## config.mk

```make
export PLATFORM = sky130hd
export DESIGN_NAME = pitaya_core_top
export DESIGN_NICKNAME = d
export VERILOG_FILES = /design/src/hdl/pitaya_pkg.sv /design/src/hdl/sys_bus_decoder.sv /design/src/hdl/cts_counter.sv /design/src/hdl/pdm_regset.sv /design/src/hdl/pdm_modulator.sv /design/src/hdl/pitaya_core_top.sv
export VERILOG_INCLUDE_DIRS = /design/src /design/src/include
export SDC_FILE = /design/constraint.sdc
export NUM_CORES = 1
export LEC_CHECK = 0
export ABC_AREA = 1
export BUFFER_PORTS_ARGS = -buffer_cell sky130_fd_sc_hd__buf_4
export CAP_MARGIN = 20
export CELL_PAD_IN_SITES_DETAIL_PLACEMENT = 0
export CELL_PAD_IN_SITES_GLOBAL_PLACEMENT = 1
export CORE_ASPECT_RATIO = 1.1
export CORE_MARGIN = 5
export CORE_UTILIZATION = 29
export CTS_CLUSTER_SIZE = 28
export DETAILED_ROUTE_END_ITERATION = 8
export PLACE_DENSITY_LB_ADDON = 0.1
export SLEW_MARGIN = 20
export SYNTH_ARGS = -nofsm -noshare
export SYNTH_HDL_FRONTEND = slang
export SYNTH_SLANG_ARGS = --single-unit
```

## constraint.sdc

```tcl
create_clock -name adc_clk -period 7.5 [get_ports adc_clk]
set_clock_uncertainty 0.2 [all_clocks]
set_input_delay 1.5 -clock adc_clk [delete_from_list [all_inputs] [get_ports adc_clk]]
set_output_delay 1.5 -clock adc_clk [all_outputs]
set_load 0.05 [all_outputs]
```

## src/include/pitaya_cfg.svh

```systemverilog
`ifndef PITAYA_CFG_SVH
`define PITAYA_CFG_SVH

//////////////////////////////
// System bus geometry
//////////////////////////////

// Byte address seen by the host
`define PITAYA_ADDR_W 18
// Read and write data
`define PITAYA_DATA_W 32
// Regions carved from the top address bits
`define PITAYA_REGION_N 16
`define PITAYA_REGION_W 4

// Region map, anything else is answered by the decoder
`define PITAYA_REGION_CTS 4
`define PITAYA_REGION_PDM 5

//////////////////////////////
// Peripherals
//////////////////////////////

// Analog PDM outputs
`define PITAYA_PDM_CHN 4
`define PITAYA_PDM_DW 8
// Current time stamp
`define PITAYA_CTS_W 64

`endif

```

## src/hdl/pitaya_pkg.sv

```systemverilog
`default_nettype none

`include "pitaya_cfg.svh"

package pitaya_pkg;

  //////////////////////////////
  // System bus
  //////////////////////////////

  // Transfer direction
  typedef enum logic {
    BUS_READ  = 1'b0,
    BUS_WRITE = 1'b1
  } bus_op_e;

  // Command held stable while req is high
  typedef struct packed {
    bus_op_e                   op;
    logic [`PITAYA_ADDR_W-1:0] addr;
    logic [`PITAYA_DATA_W-1:0] wdata;
  } sys_req_t;

  // Response, valid while ack is high
  typedef struct packed {
    logic [`PITAYA_DATA_W-1:0] rdata;
  } sys_rsp_t;

  // Decoder handshake states
  typedef enum logic [1:0] {
    ST_IDLE     = 2'd0,
    ST_SLAVE    = 2'd1,
    ST_HOST_ACK = 2'd2,
    ST_RELEASE  = 2'd3
  } dec_state_e;

  //////////////////////////////
  // PDM
  //////////////////////////////

  typedef logic [`PITAYA_PDM_DW-1:0] pdm_level_t;
  typedef pdm_level_t [`PITAYA_PDM_CHN-1:0] pdm_levels_t;

endpackage

`default_nettype wire

```

## src/hdl/sys_bus_decoder.sv

```systemverilog
`timescale 1ns/1ns
`default_nettype none

`include "pitaya_cfg.svh"

module sys_bus_decoder
  import pitaya_pkg::*;
(
  input  wire logic                          adc_clk,
  input  wire logic                          top_rst,
  // Host side
  input  wire logic                          host_req_i,
  input  wire sys_req_t                      host_cmd_i,
  output logic                               host_ack_o,
  output sys_rsp_t                           host_rsp_o,
  // Slave side, one req/ack pair per region
  output logic     [`PITAYA_REGION_N-1:0]    slv_req_o,
  output sys_req_t                           slv_cmd_o,
  input  wire logic [`PITAYA_REGION_N-1:0]   slv_ack_i,
  input  wire sys_rsp_t [`PITAYA_REGION_N-1:0] slv_rsp_i
);

  //////////////////////////////
  // Region table
  //////////////////////////////

  localparam logic [`PITAYA_REGION_N-1:0] REGION_ONE = {{(`PITAYA_REGION_N-1){1'b0}}, 1'b1};
  // Regions that have a slave behind them
  localparam logic [`PITAYA_REGION_N-1:0] REGION_MAP =
    (REGION_ONE << `PITAYA_REGION_CTS) | (REGION_ONE << `PITAYA_REGION_PDM);

  dec_state_e                   state_q;
  logic [`PITAYA_REGION_W-1:0]  host_region;
  logic [`PITAYA_REGION_W-1:0]  cmd_region;
  logic                         host_mapped;
  logic                         cmd_mapped;
  logic                         slv_ack_sel;
  logic                         accept;

  // Region comes from the top address bits
  assign host_region = host_cmd_i.addr[`PITAYA_ADDR_W-1 -: `PITAYA_REGION_W];
  assign cmd_region  = slv_cmd_o.addr[`PITAYA_ADDR_W-1 -: `PITAYA_REGION_W];
  assign host_mapped = REGION_MAP[host_region];
  assign cmd_mapped  = REGION_MAP[cmd_region];

  // Ack of the slave addressed by the held command
  assign slv_ack_sel = slv_ack_i[cmd_region];

  // New host request picked up
  assign accept = (state_q == ST_IDLE) && host_req_i;

  //////////////////////////////
  // Handshake FSM
  //////////////////////////////

  always_ff @(posedge adc_clk or posedge top_rst) begin
    if (top_rst) begin
      state_q    <= ST_IDLE;
      host_ack_o <= 1'b0;
      slv_req_o  <= '0;
    end else begin
      case (state_q)
        ST_IDLE: begin
          if (host_req_i) begin
            if (host_mapped) begin
              // Forward to the selected slave
              slv_req_o <= REGION_ONE << host_region;
              state_q   <= ST_SLAVE;
            end else begin
              // No slave here, answer directly
              host_ack_o <= 1'b1;
              state_q    <= ST_HOST_ACK;
            end
          end
        end
        ST_SLAVE: begin
          if (slv_ack_sel) begin
            host_ack_o <= 1'b1;
            state_q    <= ST_HOST_ACK;
          end
        end
        ST_HOST_ACK: begin
          // Held here until the host lets go
          if (!host_req_i) begin
            slv_req_o <= '0;
            if (cmd_mapped) begin
              state_q <= ST_RELEASE;
            end else begin
              host_ack_o <= 1'b0;
              state_q    <= ST_IDLE;
            end
          end
        end
        ST_RELEASE: begin
          // Wait for the slave to finish its half
          if (!slv_ack_sel) begin
            host_ack_o <= 1'b0;
            state_q    <= ST_IDLE;
          end
        end
        default: state_q <= ST_IDLE;
      endcase
    end
  end

  //////////////////////////////
  // Command and response
  //////////////////////////////

  always_ff @(posedge adc_clk) begin
    // Command stays put for the whole exchange
    if (accept) begin
      slv_cmd_o <= host_cmd_i;
    end
    // Unmapped reads return zero
    if (accept && !host_mapped) begin
      host_rsp_o <= '0;
    end else if ((state_q == ST_SLAVE) && slv_ack_sel) begin
      host_rsp_o <= slv_rsp_i[cmd_region];
    end
  end

endmodule

`default_nettype wire

```

## src/hdl/cts_counter.sv

```systemverilog
`timescale 1ns/1ns
`default_nettype none

`include "pitaya_cfg.svh"

module cts_counter
  import pitaya_pkg::*;
(
  input  wire logic     adc_clk,
  input  wire logic     top_rst,
  // Slave port
  input  wire logic     bus_req_i,
  input  wire sys_req_t bus_cmd_i,
  output logic          bus_ack_o,
  output sys_rsp_t      bus_rsp_o
);

  // Byte offset inside the region
  localparam int unsigned OFS_W = `PITAYA_ADDR_W - `PITAYA_REGION_W;
  localparam logic [OFS_W-1:0] OFS_LOW  = OFS_W'(0);
  localparam logic [OFS_W-1:0] OFS_HIGH = OFS_W'(4);

  logic [`PITAYA_CTS_W-1:0]  cts_q;
  logic [`PITAYA_DATA_W-1:0] snap_q;
  logic [OFS_W-1:0]          offset;
  logic                      start;
  logic                      rd_low;
  logic                      rd_high;
  sys_rsp_t                  rsp_next;

  assign offset = bus_cmd_i.addr[OFS_W-1:0];

  // First cycle of a request, ack not yet up
  assign start = bus_req_i && !bus_ack_o;

  assign rd_low  = (bus_cmd_i.op == BUS_READ) && (offset == OFS_LOW);
  assign rd_high = (bus_cmd_i.op == BUS_READ) && (offset == OFS_HIGH);

  //////////////////////////////
  // Free-running time stamp
  //////////////////////////////

  always_ff @(posedge adc_clk or posedge top_rst) begin
    if (top_rst) begin
      cts_q <= '0;
    end else begin
      cts_q <= cts_q + 1'b1;
    end
  end

  //////////////////////////////
  // Bus access
  //////////////////////////////

  // Ack follows req by one cycle
  // Low word read freezes the high word of the same count
  always_ff @(posedge adc_clk or posedge top_rst) begin
    if (top_rst) begin
      bus_ack_o <= 1'b0;
      snap_q    <= '0;
    end else begin
      bus_ack_o <= bus_req_i;
      if (start && rd_low) begin
        snap_q <= cts_q[`PITAYA_CTS_W-1 -: `PITAYA_DATA_W];
      end
    end
  end

  // Read mux, writes read back zero
  always_comb begin
    rsp_next = '0;
    if (rd_low) begin
      rsp_next.rdata = cts_q[`PITAYA_DATA_W-1:0];
    end else if (rd_high) begin
      rsp_next.rdata = snap_q;
    end
  end

  always_ff @(posedge adc_clk) begin
    if (start) begin
      bus_rsp_o <= rsp_next;
    end
  end

endmodule

`default_nettype wire

```

## src/hdl/pdm_regset.sv

```systemverilog
`timescale 1ns/1ns
`default_nettype none

`include "pitaya_cfg.svh"

module pdm_regset
  import pitaya_pkg::*;
(
  input  wire logic     adc_clk,
  input  wire logic     top_rst,
  // Slave port
  input  wire logic     bus_req_i,
  input  wire sys_req_t bus_cmd_i,
  output logic          bus_ack_o,
  output sys_rsp_t      bus_rsp_o,
  // Levels toward the modulators
  output pdm_levels_t   levels_o
);

  localparam int unsigned OFS_W = `PITAYA_ADDR_W - `PITAYA_REGION_W;
  localparam int unsigned IDX_W = $clog2(`PITAYA_PDM_CHN);

  logic [OFS_W-1:0] offset;
  logic [IDX_W-1:0] idx;
  logic             hit;
  logic             start;
  sys_rsp_t         rsp_next;

  assign offset = bus_cmd_i.addr[OFS_W-1:0];

  // One word per channel at 0, 4, 8, 12
  assign idx = offset[2 +: IDX_W];
  assign hit = (offset[OFS_W-1:2] < `PITAYA_PDM_CHN) && (offset[1:0] == 2'b00);

  // Request seen, ack rises on this edge
  assign start = bus_req_i && !bus_ack_o;

  //////////////////////////////
  // Level registers
  //////////////////////////////

  always_ff @(posedge adc_clk or posedge top_rst) begin
    if (top_rst) begin
      bus_ack_o <= 1'b0;
      levels_o  <= '0;
    end else begin
      bus_ack_o <= bus_req_i;
      // Write lands together with ack
      if (start && hit && (bus_cmd_i.op == BUS_WRITE)) begin
        levels_o[idx] <= bus_cmd_i.wdata[`PITAYA_PDM_DW-1:0];
      end
    end
  end

  //////////////////////////////
  // Readback
  //////////////////////////////

  // Zero-extended level, zero elsewhere
  always_comb begin
    rsp_next = '0;
    if (hit && (bus_cmd_i.op == BUS_READ)) begin
      rsp_next.rdata = {{(`PITAYA_DATA_W-`PITAYA_PDM_DW){1'b0}}, levels_o[idx]};
    end
  end

  always_ff @(posedge adc_clk) begin
    if (start) begin
      bus_rsp_o <= rsp_next;
    end
  end

endmodule

`default_nettype wire

```

## src/hdl/pdm_modulator.sv

```systemverilog
`timescale 1ns/1ns
`default_nettype none

`include "pitaya_cfg.svh"

module pdm_modulator
  import pitaya_pkg::*;
(
  input  wire logic                        adc_clk,
  input  wire logic                        top_rst,
  // Density per channel, 0 to 255 of 256
  input  wire pdm_levels_t                 levels_i,
  // 1-bit analog outputs
  output logic [`PITAYA_PDM_CHN-1:0]       pdm_o
);

  //////////////////////////////
  // First-order sigma-delta
  //////////////////////////////

  for (genvar ch = 0; ch < `PITAYA_PDM_CHN; ch++) begin : g_chn

    // Running remainder of the channel
    pdm_level_t               acc_q;
    // Carry sits in the top bit
    logic [`PITAYA_PDM_DW:0]  sum;
    logic                     bit_q;

    assign sum = {1'b0, acc_q} + {1'b0, levels_i[ch]};

    // Wraps every 256 cycles for a fixed level,
    // carry fires exactly level times per wrap
    always_ff @(posedge adc_clk or posedge top_rst) begin
      if (top_rst) begin
        acc_q <= '0;
        bit_q <= 1'b0;
      end else begin
        acc_q <= sum[`PITAYA_PDM_DW-1:0];
        bit_q <= sum[`PITAYA_PDM_DW];
      end
    end

    // Registered carry straight to the pin
    assign pdm_o[ch] = bit_q;

  end

endmodule

`default_nettype wire

```

## src/hdl/pitaya_core_top.sv

```systemverilog
`timescale 1ns/1ns
`default_nettype none

`include "pitaya_cfg.svh"

module pitaya_core_top
  import pitaya_pkg::*;
(
  input  wire logic                     adc_clk,
  input  wire logic                     top_rst,
  // Host bus
  input  wire logic                     host_req_i,
  input  wire sys_req_t                 host_cmd_i,
  output logic                          host_ack_o,
  output sys_rsp_t                      host_rsp_o,
  // PDM analog outputs
  output logic [`PITAYA_PDM_CHN-1:0]    dac_pdm_o
);

  //////////////////////////////
  // Region wiring
  //////////////////////////////

  logic     [`PITAYA_REGION_N-1:0] slv_req;
  sys_req_t                        slv_cmd;
  logic     [`PITAYA_REGION_N-1:0] slv_ack;
  sys_rsp_t [`PITAYA_REGION_N-1:0] slv_rsp;
  pdm_levels_t                     pdm_levels;

  // Regions without a slave stay quiet
  for (genvar r = 0; r < `PITAYA_REGION_N; r++) begin : g_unused
    if ((r != `PITAYA_REGION_CTS) && (r != `PITAYA_REGION_PDM)) begin : g_tie
      assign slv_ack[r] = 1'b0;
      assign slv_rsp[r] = '0;
    end
  end

  //////////////////////////////
  // Bus decoder
  //////////////////////////////

  sys_bus_decoder u_decoder (
    .adc_clk    (adc_clk),
    .top_rst    (top_rst),
    .host_req_i (host_req_i),
    .host_cmd_i (host_cmd_i),
    .host_ack_o (host_ack_o),
    .host_rsp_o (host_rsp_o),
    .slv_req_o  (slv_req),
    .slv_cmd_o  (slv_cmd),
    .slv_ack_i  (slv_ack),
    .slv_rsp_i  (slv_rsp)
  );

  //////////////////////////////
  // Time stamp and PDM
  //////////////////////////////

  cts_counter u_cts (
    .adc_clk   (adc_clk),
    .top_rst   (top_rst),
    .bus_req_i (slv_req[`PITAYA_REGION_CTS]),
    .bus_cmd_i (slv_cmd),
    .bus_ack_o (slv_ack[`PITAYA_REGION_CTS]),
    .bus_rsp_o (slv_rsp[`PITAYA_REGION_CTS])
  );

  pdm_regset u_pdm_regs (
    .adc_clk   (adc_clk),
    .top_rst   (top_rst),
    .bus_req_i (slv_req[`PITAYA_REGION_PDM]),
    .bus_cmd_i (slv_cmd),
    .bus_ack_o (slv_ack[`PITAYA_REGION_PDM]),
    .bus_rsp_o (slv_rsp[`PITAYA_REGION_PDM]),
    .levels_o  (pdm_levels)
  );

  // Full-scale range, always running
  pdm_modulator u_pdm (
    .adc_clk  (adc_clk),
    .top_rst  (top_rst),
    .levels_i (pdm_levels),
    .pdm_o    (dac_pdm_o)
  );

endmodule

`default_nettype wire

```

======== Word-level counts from Yosys, hierarchy flattened ========
Memory sizes are Yosys's and may differ from the RTL's. A register that Yosys moved wholly into a read port is not among the register bits.
Index checks and enable logic that the tools add are counted.
cells by class
  add/sub/neg operators ................... 5
  $lt $le $gt $ge ......................... 5
  equal/unequal tests ..................... 11
  shifts and indexed selects .............. 1
  multiplexer cells ....................... 32
  bitwise gates (word level) .............. 1
  reduce and logical (&&, ||, !) cells .... 23
operators by type and width
  cell                                                 count
  binary-select mux 32 bit (select 4 bit)              1
  2-to-1 mux 32 bit                                    3
  adder 64 x 1 -> 64 bit, second input constant        1
  adder 8 x 8 -> 9 bit                                 4
  bitwise mux 32 bit                                   1
  2-to-1 mux 6 bit                                     3
  binary-select mux 8 bit (select 2 bit)               1
  demux 8 bit (select 2 bit)                           1
  2-to-1 mux 8 bit                                     2
  == test 14 x 3 -> 1 bit, second input constant       1
  zero test 14 bit                                     1
  logical AND 1 bit                                    13
  < comparator 12 x 3 -> 1 bit, second input constant  1
  2-to-1 mux 2 bit                                     6
  one-hot mux 6 bit (2 select lines)                   1
  < comparator 4 x 5 -> 1 bit, second input constant   2
  inequality test 2 bit, second input constant         5
  2-to-1 mux 1 bit                                     9
  one-hot mux 2 bit (4 select lines)                   1
  AND reduction 4 bit                                  2
  AND reduction 6 bit                                  1
  << shifter 1 x 4 -> 6 bit, first input constant      1
  binary-select mux 1 bit (select 4 bit)               1
  == test 2 bit, second input constant                 2
  10 further kinds                                     14
storage, ports and cells
  register bits ........................... 298
  bits in read-only memories .............. 32
  bits of input ports ..................... 54
  output and inout port bits .............. 37
  logic and storage cells ................. 106
  memories kept ........................... 2
memory list
  memory            words  bits a word  read ports  clocked after Yosys merged registers in  wr ports  line                   RTL
  (name not given)  16     1            1           0                                        0         sys_bus_decoder.sv:43  assign host_mapped = REGION_MAP[host_region];
  (name not given)  16     1            1           1                                        0         sys_bus_decoder.sv:44  assign cmd_mapped = REGION_MAP[cmd_region];

======== Logic depth before layout (Yosys ltp) ========
  depth in word-level cells ............... 5
  gate-level depth with buffers ........... 10
  depth with buffers taken out ............ 9

======== Modules after synthesis ========
A second synthesis with hierarchy kept.
second synthesis, totals
  cells, all modules ...................... 2606
  area, all modules ....................... 19057.0 um^2
by module, submodules not included
  module           times used  cells each  area an instance (um^2)  sequential area each (um^2)
  sys_bus_decoder  1           1313        8354.3                   2667.6
  cts_counter      1           779         6307.3                   3388.2
  pdm_modulator    1           283         2396.0                   900.9
  pdm_regset       1           230         1995.7                   1066.0
  pitaya_core_top  1           1           3.8                      0.0

======== Worst setup path before layout ========
No wires, ideal clock.
  kind .................................... input -> register
  start ................................... input host_req_i
  end ..................................... register, netlist name u_decoder.host_rsp_o[10]
  library setup time ...................... 131 ps
  arrival ................................. 2760 ps
  required time ........................... 7169 ps
  slack ................................... 4409 ps
  stages .................................. 6
  path buffers ............................ 1
  path through ............................ nand2_1 > inv_1 > nand2_1 > inv_1 > clkbuf_1 > nor3b_1
between the ends
  longest elaborated chain between the ends .. 2
ends and longest elaborated chain
  what                  line                    RTL
  from (decl)           pitaya_core_top.sv:12   input wire logic host_req_i,
  logical AND 1 bit     sys_bus_decoder.sv:50   assign accept = (state_q == ST_IDLE) && host_req_i;
  net u_decoder.accept  sys_bus_decoder.sv:38   logic accept;
  logical AND 1 bit     sys_bus_decoder.sv:116  if (accept && !host_mapped) begin
The timed path passes the listed nets, and every way through them passes these cells.
A chain may end at the register's enable or synchronous reset.

======== Worst setup path after layout ========
  start ................................... input host_req_i
  end ..................................... register, netlist name u_decoder.host_rsp_o[18]
between the ends
  longest elaborated chain between the ends .. 2
ends and longest elaborated chain
  what                  line
  logical AND 1 bit     sys_bus_decoder.sv:50
  net u_decoder.accept  sys_bus_decoder.sv:38
  logical AND 1 bit     sys_bus_decoder.sv:116
The timed path passes the listed nets, and every way through them passes these cells.

==> flow_metrics.env <==
export IMPL_grt_remaining_overflow=0
export IMPL_cts_tree="built"
export IMPL_final_area_mm2=0.01502
export IMPL_synth_area_top_cells="dfrtp_1, edfxtp_1, nand2_1"
export IMPL_fmax_ghz=0.3288
export IMPL_num_fill_cells=4587
export IMPL_rsz0062_at_grt="no"
export IMPL_dr_max_layer_used="met4"
export IMPL_post_route_period_util=0.4055
export IMPL_fp_coreArea_mm2=0.04364
export IMPL_setup_violations=0
export IMPL_r2r_worst_path_cells=7
export IMPL_grt_pass1_vias=9467
export IMPL_place_gp_congestion=0.8130
export IMPL_via_count=9561
export IMPL_grt_pass1_wl_mm=55.99
export IMPL_yosys_cell_types_count=34
export IMPL_antennaDiodeCount=0
export IMPL_layout_commonest_cell="nand2_1"
export IMPL_synth_fa_ha_area_frac=0.03838
export IMPL_drt_vias_per_instance=4.398
export IMPL_grt_antenna_before_repair=0
export IMPL_synthXorXnorAreaFrac=0.03614
export IMPL_avgSynthCellArea_um2=8.564
export IMPL_io_pins=91
export IMPL_worstSkewPairLatency_ns=0.54
export IMPL_dpl_instance_area_mm2=0.01394
export IMPL_synth_compound_area_frac=0.07100
export IMPL_criticalPathCategory="input pin to flip-flop"
export IMPL_ys_warn_count=0
export IMPL_hold_buffers=0
export IMPL_met1_length_mm=18.90
export IMPL_htreeDepth=2
export IMPL_synthSimpleGateAreaFrac=0.2517
export IMPL_switching_share=0.2737
export IMPL_area_delta_synth_final_pct=16.94
export IMPL_wl_met3_mm=1.270
export IMPL_io_buffers=66
export IMPL_p_comb_frac=0.110
export IMPL_dieArea_mm2=0.04861
export IMPL_tightest_slew_ns=0.8945
export IMPL_worstHoldPathCells=0
export IMPL_dpl_hpwl_mm=25.62
export IMPL_slew_headroom=0.4037
export IMPL_drtAntennaViolNets=0
export IMPL_start_util=0.2944
export IMPL_die_w_um=210.7
export IMPL_root_buffer="clkbuf_16"
export IMPL_row_count=80
export IMPL_die_y_um=230.7
export IMPL_cts_buffer_depth=3
export IMPL_powerDensity_mw_per_mm2=247.0
export IMPL_min_period_ns=3.041
export IMPL_synth_top_area_share=0.3331
export IMPL_drc_errors=0
export IMPL_dr_pass1_iters=5
export IMPL_layout_common_cells="nand2_1, dfrtp_1, nor2_1, inv_1, buf_4"
export IMPL_path_clk_slew_ns=0.06
export IMPL_power_frac_seq=0.457
export IMPL_avgRoutedWirePerCell_um=16.26
export IMPL_cts_sinks=271
export IMPL_clockPowerShare=0.433
export IMPL_synth_top_family_by_area="simple AND/OR/NAND/NOR gates"
export IMPL_muxShareOfSynthArea=0
export IMPL_cp_start_kind="input pin"
export IMPL_status="finished, final reports clean"
export IMPL_synth_seq_cells=271
export IMPL_ys_seq_area_frac=0.5412
export IMPL_hp_class="flip-flop to flip-flop"
export IMPL_ctsResizeCount=0
export IMPL_layout_nets=1665
export IMPL_grt_use_total=0.1468
export IMPL_endpoint_kind="flip-flop"
export IMPL_grt_max_degree=66
export IMPL_drv_slew=0
export IMPL_crit_fanout=29
export IMPL_syn_inst=1500
export IMPL_hold_viol_final=0
export IMPL_synth_largest_area_cell="dfrtp_1"
export IMPL_numCtsBuffers=34
export IMPL_p_leak_nw=6.739
export IMPL_synth_area_mm2=0.01285
export IMPL_intPower_w=0.002695
export IMPL_maxCapViolCount=0
export IMPL_drive_gt1_frac=0.09188
export IMPL_power_switching_w=0.001015
export IMPL_required_ns=7.68
export IMPL_syn_nets=1591
export IMPL_ir_drop_uv=144.9
export IMPL_final_setup_tns_ns=0
export IMPL_critPathArrivalTime_ns=3.22
export IMPL_met2_length_mm=14.52
export IMPL_drt_iter0_markers=518
export IMPL_cts_setup_buffers=0
export IMPL_drt_wl_total_mm=35.34
[cell type report]
| cell class | count | area, um^2 | area share |
|---|---|---|---|
| well taps | 574 | 718.2 | 0.04781 |
| repair buffers | 75 | 563.0 | 0.03748 |
| multi-input cells | 1036 | 5115 | 0.3405 |
| clock buffers | 53 | 994.7 | 0.06622 |
| inverters | 156 | 590.6 | 0.03931 |
| flip-flops and latches | 271 | 6952 | 0.4628 |
| clock inverters | 9 | 88.84 | 0.005914 |
[state kept, by name, summed over array words and instances (netlist names), 4 cells and up]
register / flops
u_pdm.g_chn.bit_q: 4
u_pdm_regs.bus_rsp_o: 8
u_pdm.g_chn.acc_q: 32
u_decoder.slv_cmd_o: 27
u_cts.bus_rsp_o: 32
u_cts.snap_q: 32
u_cts.cts_q: 64
u_decoder.host_rsp_o: 32
u_pdm_regs.levels_o: 32
[power groups by stage]
stage	logic [W]	clock network [W]	registers, W
after detailed placement	0.000419	0	0.00172
after global routing	0.000458	0.00173	0.00171
final	0.000408	0.00161	0.00169
after global placement	0.000419	0	0.00172
after floorplan	0.000213	0	0.00177
after CTS	0.000421	0.00167	0.00170
[metrics by stage]
stage / utilization / setup WS, ns / hold slack [ns] / cells / total power [W]
floorplan: - / 1.168 / 0.1537 / 1500 / 0.001984
global placement: 0.3194 / 3.840 / 0.1623 / 2112 / 0.002143
detailed placement: 0.3194 / 3.835 / 0.1694 / 2112 / 0.002144
CTS: 0.3442 / 4.411 / 0.1820 / 2174 / 0.003786
global route: 0.3442 / 4.223 / 0.1881 / 2174 / 0.003896
finish: 0.3442 / 4.459 / 0.1773 / 2174 / 0.003710
[worst max-delay path: stages]
cell,delay (ns)
buf_4,0.10
nand2_1,0.05
inv_1,0.06
buf_4,0.38
nand2_1,0.34
inv_1,0.65
nor3b_1,0.13
[layer usage]
metal  vias to the layer above  GRT usage
met5                         -          0
met2                       146     0.2089
li1                       4984          -
met4                         0    0.03323
met1                      4384     0.2302
met3                        47    0.02675
[synth_stat cells]
cell type  count
o21a_1         2
a21oi_1       55
nand4_1       25
o21ai_0       61
buf_6          4
a31oi_1       11
nand3_1       73
o21ai_1       33
nor2_2         7
edfxtp_1      67
inv_1        152
nor2_1       153
dfxtp_1       33
o21bai_1       2
xor2_1        30
nand3_2        6
xnor2_1       23
nor3b_1       23
nor2_4         4
ha_1          33
a22oi_1        8
buf_2          9
nor3_1         1
buf_1          1
a21o_1         1
clkinv_1       1
clkbuf_1      16
inv_2          3
or2_2          1
dfrtp_1      171
fa_1           4
nand2_1      479
nand2_2        1
buf_4          7
[final timing paths]
check                                      endpoint  slack [ns]              startpoint
setup / recovery           u_decoder.host_rsp_o[18]        4.46              host_req_i
hold / removal                 u_pdm_regs.bus_ack_o        0.18  u_decoder.slv_req_o[5]
setup reg to reg           u_decoder.host_rsp_o[18]        4.82    u_decoder.state_q[1]
hold reg to reg                u_pdm_regs.bus_ack_o        0.18  u_decoder.slv_req_o[5]
max in group asynchronous           u_cts.snap_q[1]        4.96                 top_rst
min in group asynchronous      u_pdm.g_chn[2].bit_q        0.80                 top_rst
[logic make-up (layout without fill, tap and decap cells)]
group                    Yosys count  after routing
AND/OR/NAND/NOR                  773            773
flip-flops                       271            271
AO/OA/AOI/OAI                    173            173
buffers and inverters            193            293
adder cells (fa/ha/maj)           37             37
XOR/XNOR                          53             53
Note: power is estimated with default switching activity, not from simulation.
